<file path="config.mk">
export PLATFORM = sky130hd
export DESIGN_NAME = jtag_dtm_top
export DESIGN_NICKNAME = d
export VERILOG_FILES = /design/src/rtl/dmi_pkg.sv /design/src/rtl/jtag_pkg.sv /design/src/rtl/dmi_regfile.sv /design/src/rtl/dtm_regs.sv /design/src/rtl/jtag_dtm_top.sv /design/src/rtl/tap_fsm.sv
export SDC_FILE = /design/constraint.sdc
export NUM_CORES = 1
export LEC_CHECK = 0
export BUFFER_PORTS_ARGS = -buffer_cell sky130_fd_sc_hd__buf_4
export CORE_AREA = 2 2 332 334
export CTS_BUF_LIST = sky130_fd_sc_hd__clkbuf_8
export DETAILED_ROUTE_END_ITERATION = 6
export DIE_AREA = 0 0 334 336
export GPL_TIMING_DRIVEN = 1
export HOLD_SLACK_MARGIN = 0.1
export REMOVE_ABC_BUFFERS = 1
export SLEW_MARGIN = 0
export SYNTH_ARGS = -nofsm -noshare
export SYNTH_HDL_FRONTEND = slang
export SYNTH_SLANG_ARGS = --single-unit
</file>
<file path="constraint.sdc">
create_clock -name i_tck -period 15.5 [get_ports i_tck]
set_input_delay 0.775 -clock i_tck [delete_from_list [all_inputs] [get_ports i_tck]]
set_output_delay 0.775 -clock i_tck [all_outputs]
set_load 0.05 [all_outputs]
</file>
<file path="src/rtl/dmi_pkg.sv">
// dmi_pkg holds the debug module interface widths, codes, request layout and register map
package dmi_pkg;

    localparam int ABITS = 7;                   // dmi address width

    // target timing
    localparam int DMI_LATENCY = 3;             // busy cycles per accepted request
    localparam int LAT_W = $clog2(DMI_LATENCY + 1);

    // scratch register window
    localparam logic [ABITS-1:0] DM_REG_BASE = 7'h04;
    localparam int DM_REG_COUNT = 12;
    localparam int DM_IDX_W = $clog2(DM_REG_COUNT);

    typedef enum logic [1:0] {
        dmi_op_nop   = 2'd0,
        dmi_op_read  = 2'd1,
        dmi_op_write = 2'd2
    } dmi_op_e;

    typedef enum logic [1:0] {
        dmi_stat_success = 2'd0,
        dmi_stat_failed  = 2'd2,
        dmi_stat_busy    = 2'd3
    } dmi_stat_e;

    // dmi scan word whose op field carries the status on capture
    typedef struct packed {
        logic [ABITS-1:0] addr;
        logic [31:0]      data;
        logic [1:0]       op;
    } dmi_scan_t;

    // request towards the debug module
    typedef struct packed {
        logic             valid;
        logic             write;
        logic [ABITS-1:0] addr;
        logic [31:0]      data;
    } dmi_req_t;

endpackage

</file>
<file path="src/rtl/jtag_pkg.sv">
// jtag_pkg holds the tap state encoding, instruction codes and dtm register layouts
package jtag_pkg;

    typedef enum logic [3:0] {
        test_logic_reset = 4'd0,
        run_test_idle    = 4'd1,
        select_dr_scan   = 4'd2,
        capture_dr       = 4'd3,
        shift_dr         = 4'd4,
        exit1_dr         = 4'd5,
        pause_dr         = 4'd6,
        exit2_dr         = 4'd7,
        update_dr        = 4'd8,
        select_ir_scan   = 4'd9,
        capture_ir       = 4'd10,
        shift_ir         = 4'd11,
        exit1_ir         = 4'd12,
        pause_ir         = 4'd13,
        exit2_ir         = 4'd14,
        update_ir        = 4'd15
    } tap_state_e;

    localparam int IRLEN = 5;

    localparam logic [IRLEN-1:0] IR_IDCODE = 5'h01;
    localparam logic [IRLEN-1:0] IR_DTMCS  = 5'h10;
    localparam logic [IRLEN-1:0] IR_DMI    = 5'h11;
    localparam logic [IRLEN-1:0] IR_BYPASS = 5'h1F;

    localparam logic [31:0] IDCODE_VALUE = 32'h10E31913;

    localparam int DRLEN = dmi_pkg::ABITS + 34;
    localparam int DRLEN_W = $clog2(DRLEN + 1);    // width of the active scan length

    typedef struct packed {
        logic [13:0]        padding;
        logic               dmihardreset;
        logic               dmireset;
        logic [3:0]         zero;
        dmi_pkg::dmi_stat_e dmistat;
        logic [5:0]         abits;
        logic [3:0]         version;
    } dtmcs_t;

    // one shift word read through the view that matches the current ir
    typedef union packed {
        dmi_pkg::dmi_scan_t dmi;
        struct packed {
            logic [DRLEN-33:0] pad;
            dtmcs_t            cs;
        } dtmcs;
    } dr_word_u;

endpackage

</file>
<file path="src/rtl/dmi_regfile.sv">
// dmi_regfile is the debug module target with twelve scratch registers and a fixed busy window
`timescale 1ns/100ps

module dmi_regfile (
    input  logic              i_tck,
    input  logic              i_trst,
    input  dmi_pkg::dmi_req_t i_req,
    input  logic              i_hardreset,
    output logic [31:0]       o_resp_data,
    output logic              o_busy,
    output logic              o_error
);

    import dmi_pkg::*;

    logic [31:0]         regs [DM_REG_COUNT];
    logic [ABITS-1:0]    offset;
    logic [DM_IDX_W-1:0] idx;
    logic                hit;
    logic [LAT_W-1:0]    busy_cnt;

    // addresses below the base wrap to a large offset and miss
    assign offset = i_req.addr - DM_REG_BASE;
    assign hit = (offset < ABITS'(DM_REG_COUNT));
    assign idx = offset[DM_IDX_W-1:0];

    assign o_busy = (busy_cnt != '0);

    // register storage where a write lands on the accepting edge
    always_ff @(posedge i_tck) begin
        if (i_hardreset) begin
            for (int i = 0; i < DM_REG_COUNT; i++) begin
                regs[i] <= '0;
            end
        end else if (i_req.valid && i_req.write && hit) begin
            regs[idx] <= i_req.data;
        end
    end

    // busy counter and response
    always_ff @(posedge i_tck, posedge i_trst) begin
        if (i_trst) begin
            busy_cnt <= '0;
            o_error <= 1'b0;
            o_resp_data <= '0;
        end else if (i_hardreset) begin
            busy_cnt <= '0;
            o_error <= 1'b0;
            o_resp_data <= '0;
        end else if (i_req.valid) begin
            busy_cnt <= LAT_W'(DMI_LATENCY);
            o_error <= !hit;
            if (!hit) begin
                o_resp_data <= '0;              // unmapped reads as zero
            end else if (i_req.write) begin
                o_resp_data <= i_req.data;
            end else begin
                o_resp_data <= regs[idx];
            end
        end else if (o_busy) begin
            busy_cnt <= busy_cnt - 1'b1;
        end
    end

    // the dtm holds off while the window is open
    a_no_req_when_busy: assert property (
        @(posedge i_tck) disable iff (i_trst)
        i_req.valid |-> !o_busy
    );

endmodule

</file>
<file path="src/rtl/dtm_regs.sv">
// dtm_regs implements the ir and dr shift paths of the debug transport and issues dmi requests
`timescale 1ns/100ps

module dtm_regs (
    input  logic                 i_tck,
    input  logic                 i_trst,
    input  logic                 i_tdi,
    input  jtag_pkg::tap_state_e i_state,
    input  logic [31:0]          i_dmi_resp_data,
    input  logic                 i_dmi_busy,
    input  logic                 i_dmi_error,
    output logic                 o_tdo,
    output dmi_pkg::dmi_req_t    o_dmi_req,
    output logic                 o_dmi_hardreset
);

    import jtag_pkg::*;
    import dmi_pkg::*;

    dr_word_u           dr_q;
    dr_word_u           dr_d;
    logic [DRLEN_W-1:0] len_q;          // active dr length in bits
    logic [DRLEN_W-1:0] len_d;
    logic [IRLEN-1:0]   ir_q;
    logic [ABITS-1:0]   dmi_addr_q;     // address of the last dmi scan
    dmi_stat_e          stat_q;         // sticky dmi status
    dmi_stat_e          cap_stat;
    logic               resp_new_q;     // response not yet reported in a capture
    logic               op_valid;
    logic               dmi_go;
    logic               dtmcs_upd;

    assign o_tdo = dr_q[0];

    // status to report in a dmi capture
    always_comb begin
        cap_stat = stat_q;
        if (stat_q == dmi_stat_success) begin
            if (i_dmi_busy) begin
                cap_stat = dmi_stat_busy;       // scan started inside the busy window
            end else if (resp_new_q && i_dmi_error) begin
                cap_stat = dmi_stat_failed;
            end
        end
    end

    // capture and shift of the shared shift register
    always_comb begin
        dtmcs_t           cs;
        logic [DRLEN-1:0] shifted;

        cs = '0;
        cs.version = 4'd1;
        cs.abits = 6'(ABITS);
        cs.dmistat = stat_q;

        // lsb leaves on tdo, tdi enters at the top of the active length
        shifted = {1'b0, dr_q[DRLEN-1:1]};
        shifted[len_q - 1'b1] = i_tdi;

        dr_d = dr_q;
        len_d = len_q;
        case (i_state)
            capture_dr: begin
                dr_d = '0;
                case (ir_q)
                    IR_IDCODE: begin
                        dr_d = DRLEN'(IDCODE_VALUE);
                        len_d = DRLEN_W'(32);
                    end
                    IR_DTMCS: begin
                        dr_d.dtmcs.cs = cs;
                        len_d = DRLEN_W'(32);
                    end
                    IR_DMI: begin
                        dr_d.dmi.addr = dmi_addr_q;
                        dr_d.dmi.data = i_dmi_resp_data;
                        dr_d.dmi.op = cap_stat;
                        len_d = DRLEN_W'(DRLEN);
                    end
                    default: begin
                        len_d = DRLEN_W'(1);    // bypass and unknown codes
                    end
                endcase
            end
            capture_ir: begin
                dr_d = DRLEN'(2'b01);
                len_d = DRLEN_W'(IRLEN);
            end
            shift_dr, shift_ir: begin
                dr_d = shifted;
            end
            default: begin
            end
        endcase
    end

    always_ff @(posedge i_tck) begin
        dr_q <= dr_d;
        len_q <= len_d;
    end

    // ir and dmi address move on the falling edge
    always_ff @(negedge i_tck, posedge i_trst) begin
        if (i_trst) begin
            ir_q <= IR_IDCODE;
            dmi_addr_q <= '0;
        end else begin
            case (i_state)
                test_logic_reset: begin
                    ir_q <= IR_IDCODE;
                end
                update_ir: begin
                    ir_q <= dr_q[IRLEN-1:0];
                end
                update_dr: begin
                    if (ir_q == IR_DMI) begin
                        dmi_addr_q <= dr_q.dmi.addr;
                    end
                end
                default: begin
                end
            endcase
        end
    end

    assign op_valid = (dr_q.dmi.op == dmi_op_read) || (dr_q.dmi.op == dmi_op_write);
    assign dmi_go = (i_state == update_dr) && (ir_q == IR_DMI) && op_valid
                    && (stat_q == dmi_stat_success);
    assign dtmcs_upd = (i_state == update_dr) && (ir_q == IR_DTMCS);

    always_comb begin
        o_dmi_req.valid = dmi_go && !i_dmi_busy;
        o_dmi_req.write = (dr_q.dmi.op == dmi_op_write);
        o_dmi_req.addr = dr_q.dmi.addr;
        o_dmi_req.data = dr_q.dmi.data;
    end

    assign o_dmi_hardreset = dtmcs_upd && dr_q.dtmcs.cs.dmihardreset;

    // sticky status and response tracking
    always_ff @(posedge i_tck, posedge i_trst) begin
        if (i_trst) begin
            stat_q <= dmi_stat_success;
            resp_new_q <= 1'b0;
        end else if (i_state == capture_dr && ir_q == IR_DMI) begin
            stat_q <= cap_stat;
            if (!i_dmi_busy) begin
                resp_new_q <= 1'b0;             // reported in this capture
            end
        end else if (dmi_go) begin
            if (i_dmi_busy) begin
                stat_q <= dmi_stat_busy;        // request dropped
            end else begin
                resp_new_q <= 1'b1;
            end
        end else if (dtmcs_upd) begin
            if (dr_q.dtmcs.cs.dmireset || dr_q.dtmcs.cs.dmihardreset) begin
                stat_q <= dmi_stat_success;
            end
            if (dr_q.dtmcs.cs.dmihardreset) begin
                resp_new_q <= 1'b0;
            end
        end
    end

    // an accepted request opens the busy window of the target
    a_req_busy: assert property (
        @(posedge i_tck) disable iff (i_trst)
        o_dmi_req.valid |=> i_dmi_busy
    );

    // hardreset is a single tck pulse
    a_hardreset_pulse: assert property (
        @(posedge i_tck) disable iff (i_trst)
        o_dmi_hardreset |=> !o_dmi_hardreset
    );

endmodule

</file>
<file path="src/rtl/jtag_dtm_top.sv">
// jtag_dtm_top joins the tap controller, the debug transport and the dmi register target
`timescale 1ns/100ps

module jtag_dtm_top (
    input  logic i_tck,
    input  logic i_trst,
    input  logic i_tms,
    input  logic i_tdi,
    output logic o_tdo
);

    import jtag_pkg::*;
    import dmi_pkg::*;

    tap_state_e  tap_state;
    dmi_req_t    dmi_req;
    logic        dmi_hardreset;
    logic [31:0] dmi_resp_data;
    logic        dmi_busy;
    logic        dmi_error;

    tap_fsm u_tap_fsm (
        .i_tck   (i_tck),
        .i_trst  (i_trst),
        .i_tms   (i_tms),
        .o_state (tap_state)
    );

    dtm_regs u_dtm_regs (
        .i_tck           (i_tck),
        .i_trst          (i_trst),
        .i_tdi           (i_tdi),
        .i_state         (tap_state),
        .i_dmi_resp_data (dmi_resp_data),
        .i_dmi_busy      (dmi_busy),
        .i_dmi_error     (dmi_error),
        .o_tdo           (o_tdo),
        .o_dmi_req       (dmi_req),
        .o_dmi_hardreset (dmi_hardreset)
    );

    dmi_regfile u_dmi_regfile (
        .i_tck       (i_tck),
        .i_trst      (i_trst),
        .i_req       (dmi_req),
        .i_hardreset (dmi_hardreset),
        .o_resp_data (dmi_resp_data),
        .o_busy      (dmi_busy),
        .o_error     (dmi_error)
    );

endmodule

</file>
<file path="src/rtl/tap_fsm.sv">
// tap_fsm steps the sixteen ieee 1149.1 tap states on tms at every rising tck
`timescale 1ns/100ps

module tap_fsm (
    input  logic                 i_tck,
    input  logic                 i_trst,
    input  logic                 i_tms,
    output jtag_pkg::tap_state_e o_state
);

    import jtag_pkg::*;

    tap_state_e state_d;

    // next state table
    always_comb begin
        case (o_state)
            test_logic_reset: state_d = i_tms ? test_logic_reset : run_test_idle;
            run_test_idle:    state_d = i_tms ? select_dr_scan : run_test_idle;

            // data register column
            select_dr_scan:   state_d = i_tms ? select_ir_scan : capture_dr;
            capture_dr:       state_d = i_tms ? exit1_dr : shift_dr;
            shift_dr:         state_d = i_tms ? exit1_dr : shift_dr;
            exit1_dr:         state_d = i_tms ? update_dr : pause_dr;
            pause_dr:         state_d = i_tms ? exit2_dr : pause_dr;
            exit2_dr:         state_d = i_tms ? update_dr : shift_dr;
            update_dr:        state_d = i_tms ? select_dr_scan : run_test_idle;

            // instruction register column
            select_ir_scan:   state_d = i_tms ? test_logic_reset : capture_ir;
            capture_ir:       state_d = i_tms ? exit1_ir : shift_ir;
            shift_ir:         state_d = i_tms ? exit1_ir : shift_ir;
            exit1_ir:         state_d = i_tms ? update_ir : pause_ir;
            pause_ir:         state_d = i_tms ? exit2_ir : pause_ir;
            exit2_ir:         state_d = i_tms ? update_ir : shift_ir;
            update_ir:        state_d = i_tms ? select_dr_scan : run_test_idle;

            default:          state_d = test_logic_reset;
        endcase
    end

    always_ff @(posedge i_tck, posedge i_trst) begin
        if (i_trst) begin
            o_state <= test_logic_reset;
        end else begin
            o_state <= state_d;
        end
    end

    // five tms-high clocks reach reset from anywhere
    a_tms_reset: assert property (
        @(posedge i_tck) disable iff (i_trst)
        i_tms [*5] |=> (o_state == test_logic_reset)
    );

endmodule

</file>
# Yosys cells after proc, flatten, opt, wreduce, memory -nomap -nowiden
# Memories as Yosys holds them, arrays and structs flattened.
# Index checks and enable logic that the tools add are counted.
[totals]
inputBits = 4
wordCells = 128
register_bits = 101
memories = 1
mem_bits_rw = 384
out_inout_bits = 1
[op_classes]
n_reduce_logical = 35
magnitude_cmp = 3
n_addsub = 3
n_mux = 53
eq_ne = 23
[memory_table]
columns = ["name", "words", "width", "read_ports", "rd_ports_with_merged_regs", "write_ports", "line", "rtl"]
rows = [
  ["u_dmi_regfile.regs", 12, 32, 1, 0, 12, "dmi_regfile.sv:16", "logic [31:0] regs [DM_REG_COUNT];"],
]
[ops]
columns = ["op", "n"]
rows = [
  ["32-bit 2-to-1 mux", 5],
  ["41-bit one-hot mux with 3 select lines", 1],
  ["32-bit one-hot mux with 3 select lines", 1],
  ["4-bit one-hot mux with 12 select lines", 1],
  ["41-bit bitwise mux", 1],
  ["4-bit equality test (second input constant)", 8],
  ["32-bit OR reduction", 1],
  ["2-bit 2-to-1 mux", 14],
  ["6-bit one-hot mux with 2 select lines", 2],
  ["4-bit 2-to-1 mux", 5],
  ["1-bit 2-to-1 mux", 18],
  ["4-bit by 3-bit equality test with 1-bit output (second input constant)", 4],
  ["3-bit nonzero test", 5],
  ["1-bit logical AND", 11],
  ["5-bit equality test (second input constant)", 2],
  ["5-bit one-hot mux with 2 select lines", 1],
  ["9-bit 2-to-1 mux", 1],
  ["4-bit by 2-bit equality test with 1-bit output (second input constant)", 2],
  ["2-bit nonzero test", 4],
  ["2-bit OR reduction", 4],
  ["6-bit by 7-bit less-than comparator with 1-bit output (second input constant)", 1],
  ["7-bit by 4-bit less-than comparator with 1-bit output (second input constant)", 1],
  ["7-bit by 3-bit subtractor with 7-bit output (second input constant)", 1],
  ["1-bit demux with 6-bit select", 1],
  ["18 further kinds", 22],
]

# Logic depth before layout (Yosys ltp)
[logic_depth]
depth_word = 12
depth_mapped = 12

# By module
# Synthesis repeated with hierarchy kept, for this count alone.
[unflattened]
hier_cells = 1815
hier_area_um2 = 27571.4
[by_module_without_submodules]
columns = ["mod", "area_per_inst_um2", "cells_each", "n_inst", "seq_area_each_um2"]
rows = [
  ["dmi_regfile", 23870.4, 1489, 1, 16250.6],
  ["dtm_regs", 3388.2, 288, 1, 1727.9],
  ["tap_fsm", 312.8, 38, 1, 100.1],
]

==> load_flow_metrics.sql <==
INSERT INTO impl_metrics (metric_group, metric, value, unit) VALUES
('floorplanning', 'initial_utilization', '0.2481', ''),
('power_and_ir_drop', 'cellPowerDensity', '151.3', 'mW/mm^2'),
('power_and_ir_drop', 'swShare', '0.3526', ''),
('global_route', 'grt_start_max_net_pins', '106', ''),
('synth', 'synth.cell_area', '0.02690', 'mm^2'),
('route', 'avgRoutedWirePerCell', '21.56', 'um'),
('global_route', 'grt_first_pass_wirelength', '106300', 'um'),
('clock_network', 'cts_hold_buf', '0', ''),
('synth', 'synth.lib_cells_used.distinct', '54', ''),
('route', 'detail_route.vias_per_cell', '4.991', ''),
('placed_design', 'place_worst_setup_slack', '2.905', 'ns'),
('cells_and_area', 'final_cells', '3293', ''),
('clock_network', 'tritoncts', 'yes', ''),
('power_and_ir_drop', 'leakage_power', '8.858', 'nW'),
('clock_network', 'clk_lat_worst_skew', '0.71', 'ns'),
('clock_network', 'cts.sinks', '611', ''),
('sta', 'setup-tns-final', '0', 'ns'),
('clock_network', 'deepest_level_of_the_cts_h_tree', '3', ''),
('setup_path', 'worst_setup_path_start_kind', 'flop', ''),
('cells_and_area', 'diodes', '0', ''),
('clock_network', 'post_cts_resized', '0', ''),
('setup_path', 'worstSetupStartpoint', 'u_dtm_regs.ir_q[4]$_DFFE_NP0P_', ''),
('route', 'drt_iter0_markers', '1624', ''),
('power_and_ir_drop', 'peakVddDrop', '0.00008739', 'V'),
('route', 'vias', '16440', ''),
('synth', 'synth_simple_gate_area_frac', '0.1134', ''),
('global_route', 'vias_in_the_first_global_route', '16650', ''),
('placed_design', 'numPortBuffers', '4', ''),
('global_route', 'track_usage', '0.1248', ''),
('sta', 'number_of_slew_limit_violations_in_the_final_report', '0', ''),
('floorplanning', 'ioPinCount', '5', ''),
('power_and_ir_drop', 'power.share.combinational', '0.271', ''),
('synth', 'largest_family_of_logic_cells_by_synthesized_area', 'multiplexers', ''),
('job', 'max-cap-violations', '0', ''),
('cells_and_area', 'layout_common_cells', '557 x edfxtp_1, 299 x nor3_1, 128 x mux4_2', ''),
('clock_network', 'cts_buffers', '100', ''),
('sta', 'timing.slew.headroom', '0.1385', ''),
('floorplanning', 'floorplan.core_area', '0.1084', 'mm^2'),
('global_route', 'grt.overflow.total', '0', ''),
('cells_and_area', 'most_common_cell_after_layout_fill_and_taps_aside', 'edfxtp_1', ''),
('floorplanning', 'die_area', '0.1122', 'mm^2'),
('power_and_ir_drop', 'share_clk_of_total_power', '0.283', ''),
('synth', 'synth_flop_cell', 'edfxtp_1', ''),
('synth', 'synth_top_cell_by_area', 'edfxtp_1', ''),
('min_path', 'holdCritPathClass', 'in2async', ''),
('setup_path', 'cp_max_fo', '83', ''),
('synth', 'yosys.area_share.xor_xnor', '0.0009768', ''),
('sta', 'setup_viol', '0', ''),
('sta', 'final-hold-violation-count', '0', ''),
('route', 'drt_pre_antenna_iters', '5', ''),
('synth', 'syn-instance-count', '1829', ''),
('clock_network', 'cts_max_path_buffers', '3', ''),
('clock_network', 'worst_setup_hold_path_clk_slew', '0.06', 'ns'),
('sta', 'worst_slack', '2.983', 'ns'),
('synth', 'muxShareOfSynthArea', '0.1251', ''),
('status', 'status', 'completed', ''),
('setup_path', 'type_of_destination_of_the_critical_path', 'flop', ''),
('route', 'detail-route-antenna-nets', '0', ''),
('sta', 'grt_setup_unrepaired', 'false', ''),
('synth', 'arithmetic_cell_share_of_the_synthesized_area_counting_full_adders_half_adders_and_majority_gates', '0.003256', ''),
('cells_and_area', 'multiInputGateArea', '0.008247', 'mm^2'),
('synth', 'synth-seq-area-share', '0.6721', ''),
('clock_network', 'root_buffer', 'clkbuf_8', ''),
('cells_and_area', 'drive_gt1_frac', '0.1911', ''),
('setup_path', 'crit_path_max_incr_delay', '1.07', 'ns'),
('clock_network', 'post-cts-setup-buffers', '0', ''),
('floorplanning', 'placementRows', '121', ''),
('setup_path', 'cp.required', '15.79', 'ns'),
('power_and_ir_drop', 'netSwitchingPower', '0.001619', 'W'),
('synth', 'synth-async-reset-ratio', '0.08838', ''),
('synth', 'yosys.area.top_type_share', '0.6218', '');
power groups by stage:
stage / Clock [W] / Combinational, W / Sequential (W)
6_report: 0.00130 / 0.00124 / 0.00205
5_1_grt: 0.00140 / 0.00133 / 0.00206
2_1_floorplan: 0.000000807 / 0.000750 / 0.00211
3_5_place_dp: 0.000000807 / 0.00123 / 0.00208
3_3_place_gp: 0.000000807 / 0.00122 / 0.00207
4_1_cts: 0.00132 / 0.00124 / 0.00205
metal layers:
metal,global-route usage,wire (um)
met1,0.1690,29400
met3,0.03910,7734
met5,0,10
met2,0.1906,32150
met4,0.03910,1683
state kept, by name, indices dropped and copies added, names as in the netlist:
register                   cells
u_dmi_regfile.busy_cnt         2
u_tap_fsm.o_state              4
u_dtm_regs.stat_q              2
u_dtm_regs.dr_q               41
u_dtm_regs.ir_q                5
u_dmi_regfile.o_error          1
u_dmi_regfile.regs           512
u_dtm_regs.len_q               4
u_dtm_regs.dmi_addr_q          7
u_dmi_regfile.o_resp_data     32
u_dtm_regs.resp_new_q          1
final timing paths:
path	end	slack (ns)	cells after the start
max	u_dmi_regfile.regs[1][14]$_SDFFCE_PN0P_	2.98	5
min in group i_tck	u_tap_fsm.o_state[0]$_DFF_PP0_	0.39	2
max in group asynchronous	u_dtm_regs.dmi_addr_q[1]$_DFFE_NP0P_	6.95	3
min	u_dmi_regfile.o_resp_data[19]$_DFFE_PP0P_	0.31	3
max reg2reg	u_dmi_regfile.regs[1][14]$_SDFFCE_PN0P_	2.98	5
min reg2reg	u_dtm_regs.dmi_addr_q[4]$_DFFE_NP0P_	0.43	2
cells in the mapped netlist (all sizes together) (4+ instances only):
cell type,n
edfxtp,557
nand3,41
o21ai,36
mux2,33
inv,43
nor2b,42
o22ai,10
nor3,305
dfrtn,11
a221o,32
and3,4
nor4b,4
dfrtp,42
mux2i,11
clkbuf,123
nor2,122
nand4,5
mux4,128
o32ai,34
buf,45
a22o,18
and2,4
ha,7
o2bb2ai,7
nand2b,9
nand2,77
a21oi,46
critical path, delay by kind of cell, from the launching register on:
family	cells	cell delay [ns]
flip-flops	1	0.74
buffers and inverters	1	0.69
AO/OA/AOI/OAI	1	1.07
AND/OR/NAND/NOR	3	1.87
kinds of logic (layout without fill, tap and decap cells):
group                    count (synthesis)  in the layout
AO/OA/AOI/OAI                          200            200
AND/OR/NAND/NOR                        624            624
XOR/XNOR                                 3              3
flip-flops                             611            611
adder cells (fa/ha/maj)                  7              7
buffers and inverters                  212            262
multiplexers                           172            172
per-stage QoR:
stage          hold WS (ns)  area, um^2  utilization  total power (W)
5_1_grt              0.3590       30360       0.2801         0.004785
3_3_place_gp         0.4185       28500       0.2630         0.003291
3_5_place_dp         0.4283       28520       0.2631         0.003311
6_report             0.3052       30360       0.2801         0.004593
2_1_floorplan        0.4068       26230            -         0.002866
4_1_cts              0.3073       30360       0.2801         0.004605
cell type report:
type / count / area share
clock buffers: 107 / 0.04851
clock inverters: 80 / 0.01203
inverters: 43 / 0.005317
multi-input cells: 1006 / 0.2716
flip-flops and latches: 611 / 0.5955
well taps: 1414 / 0.05828
repair buffers: 32 / 0.008737
(Power assumes the default switching activity.)
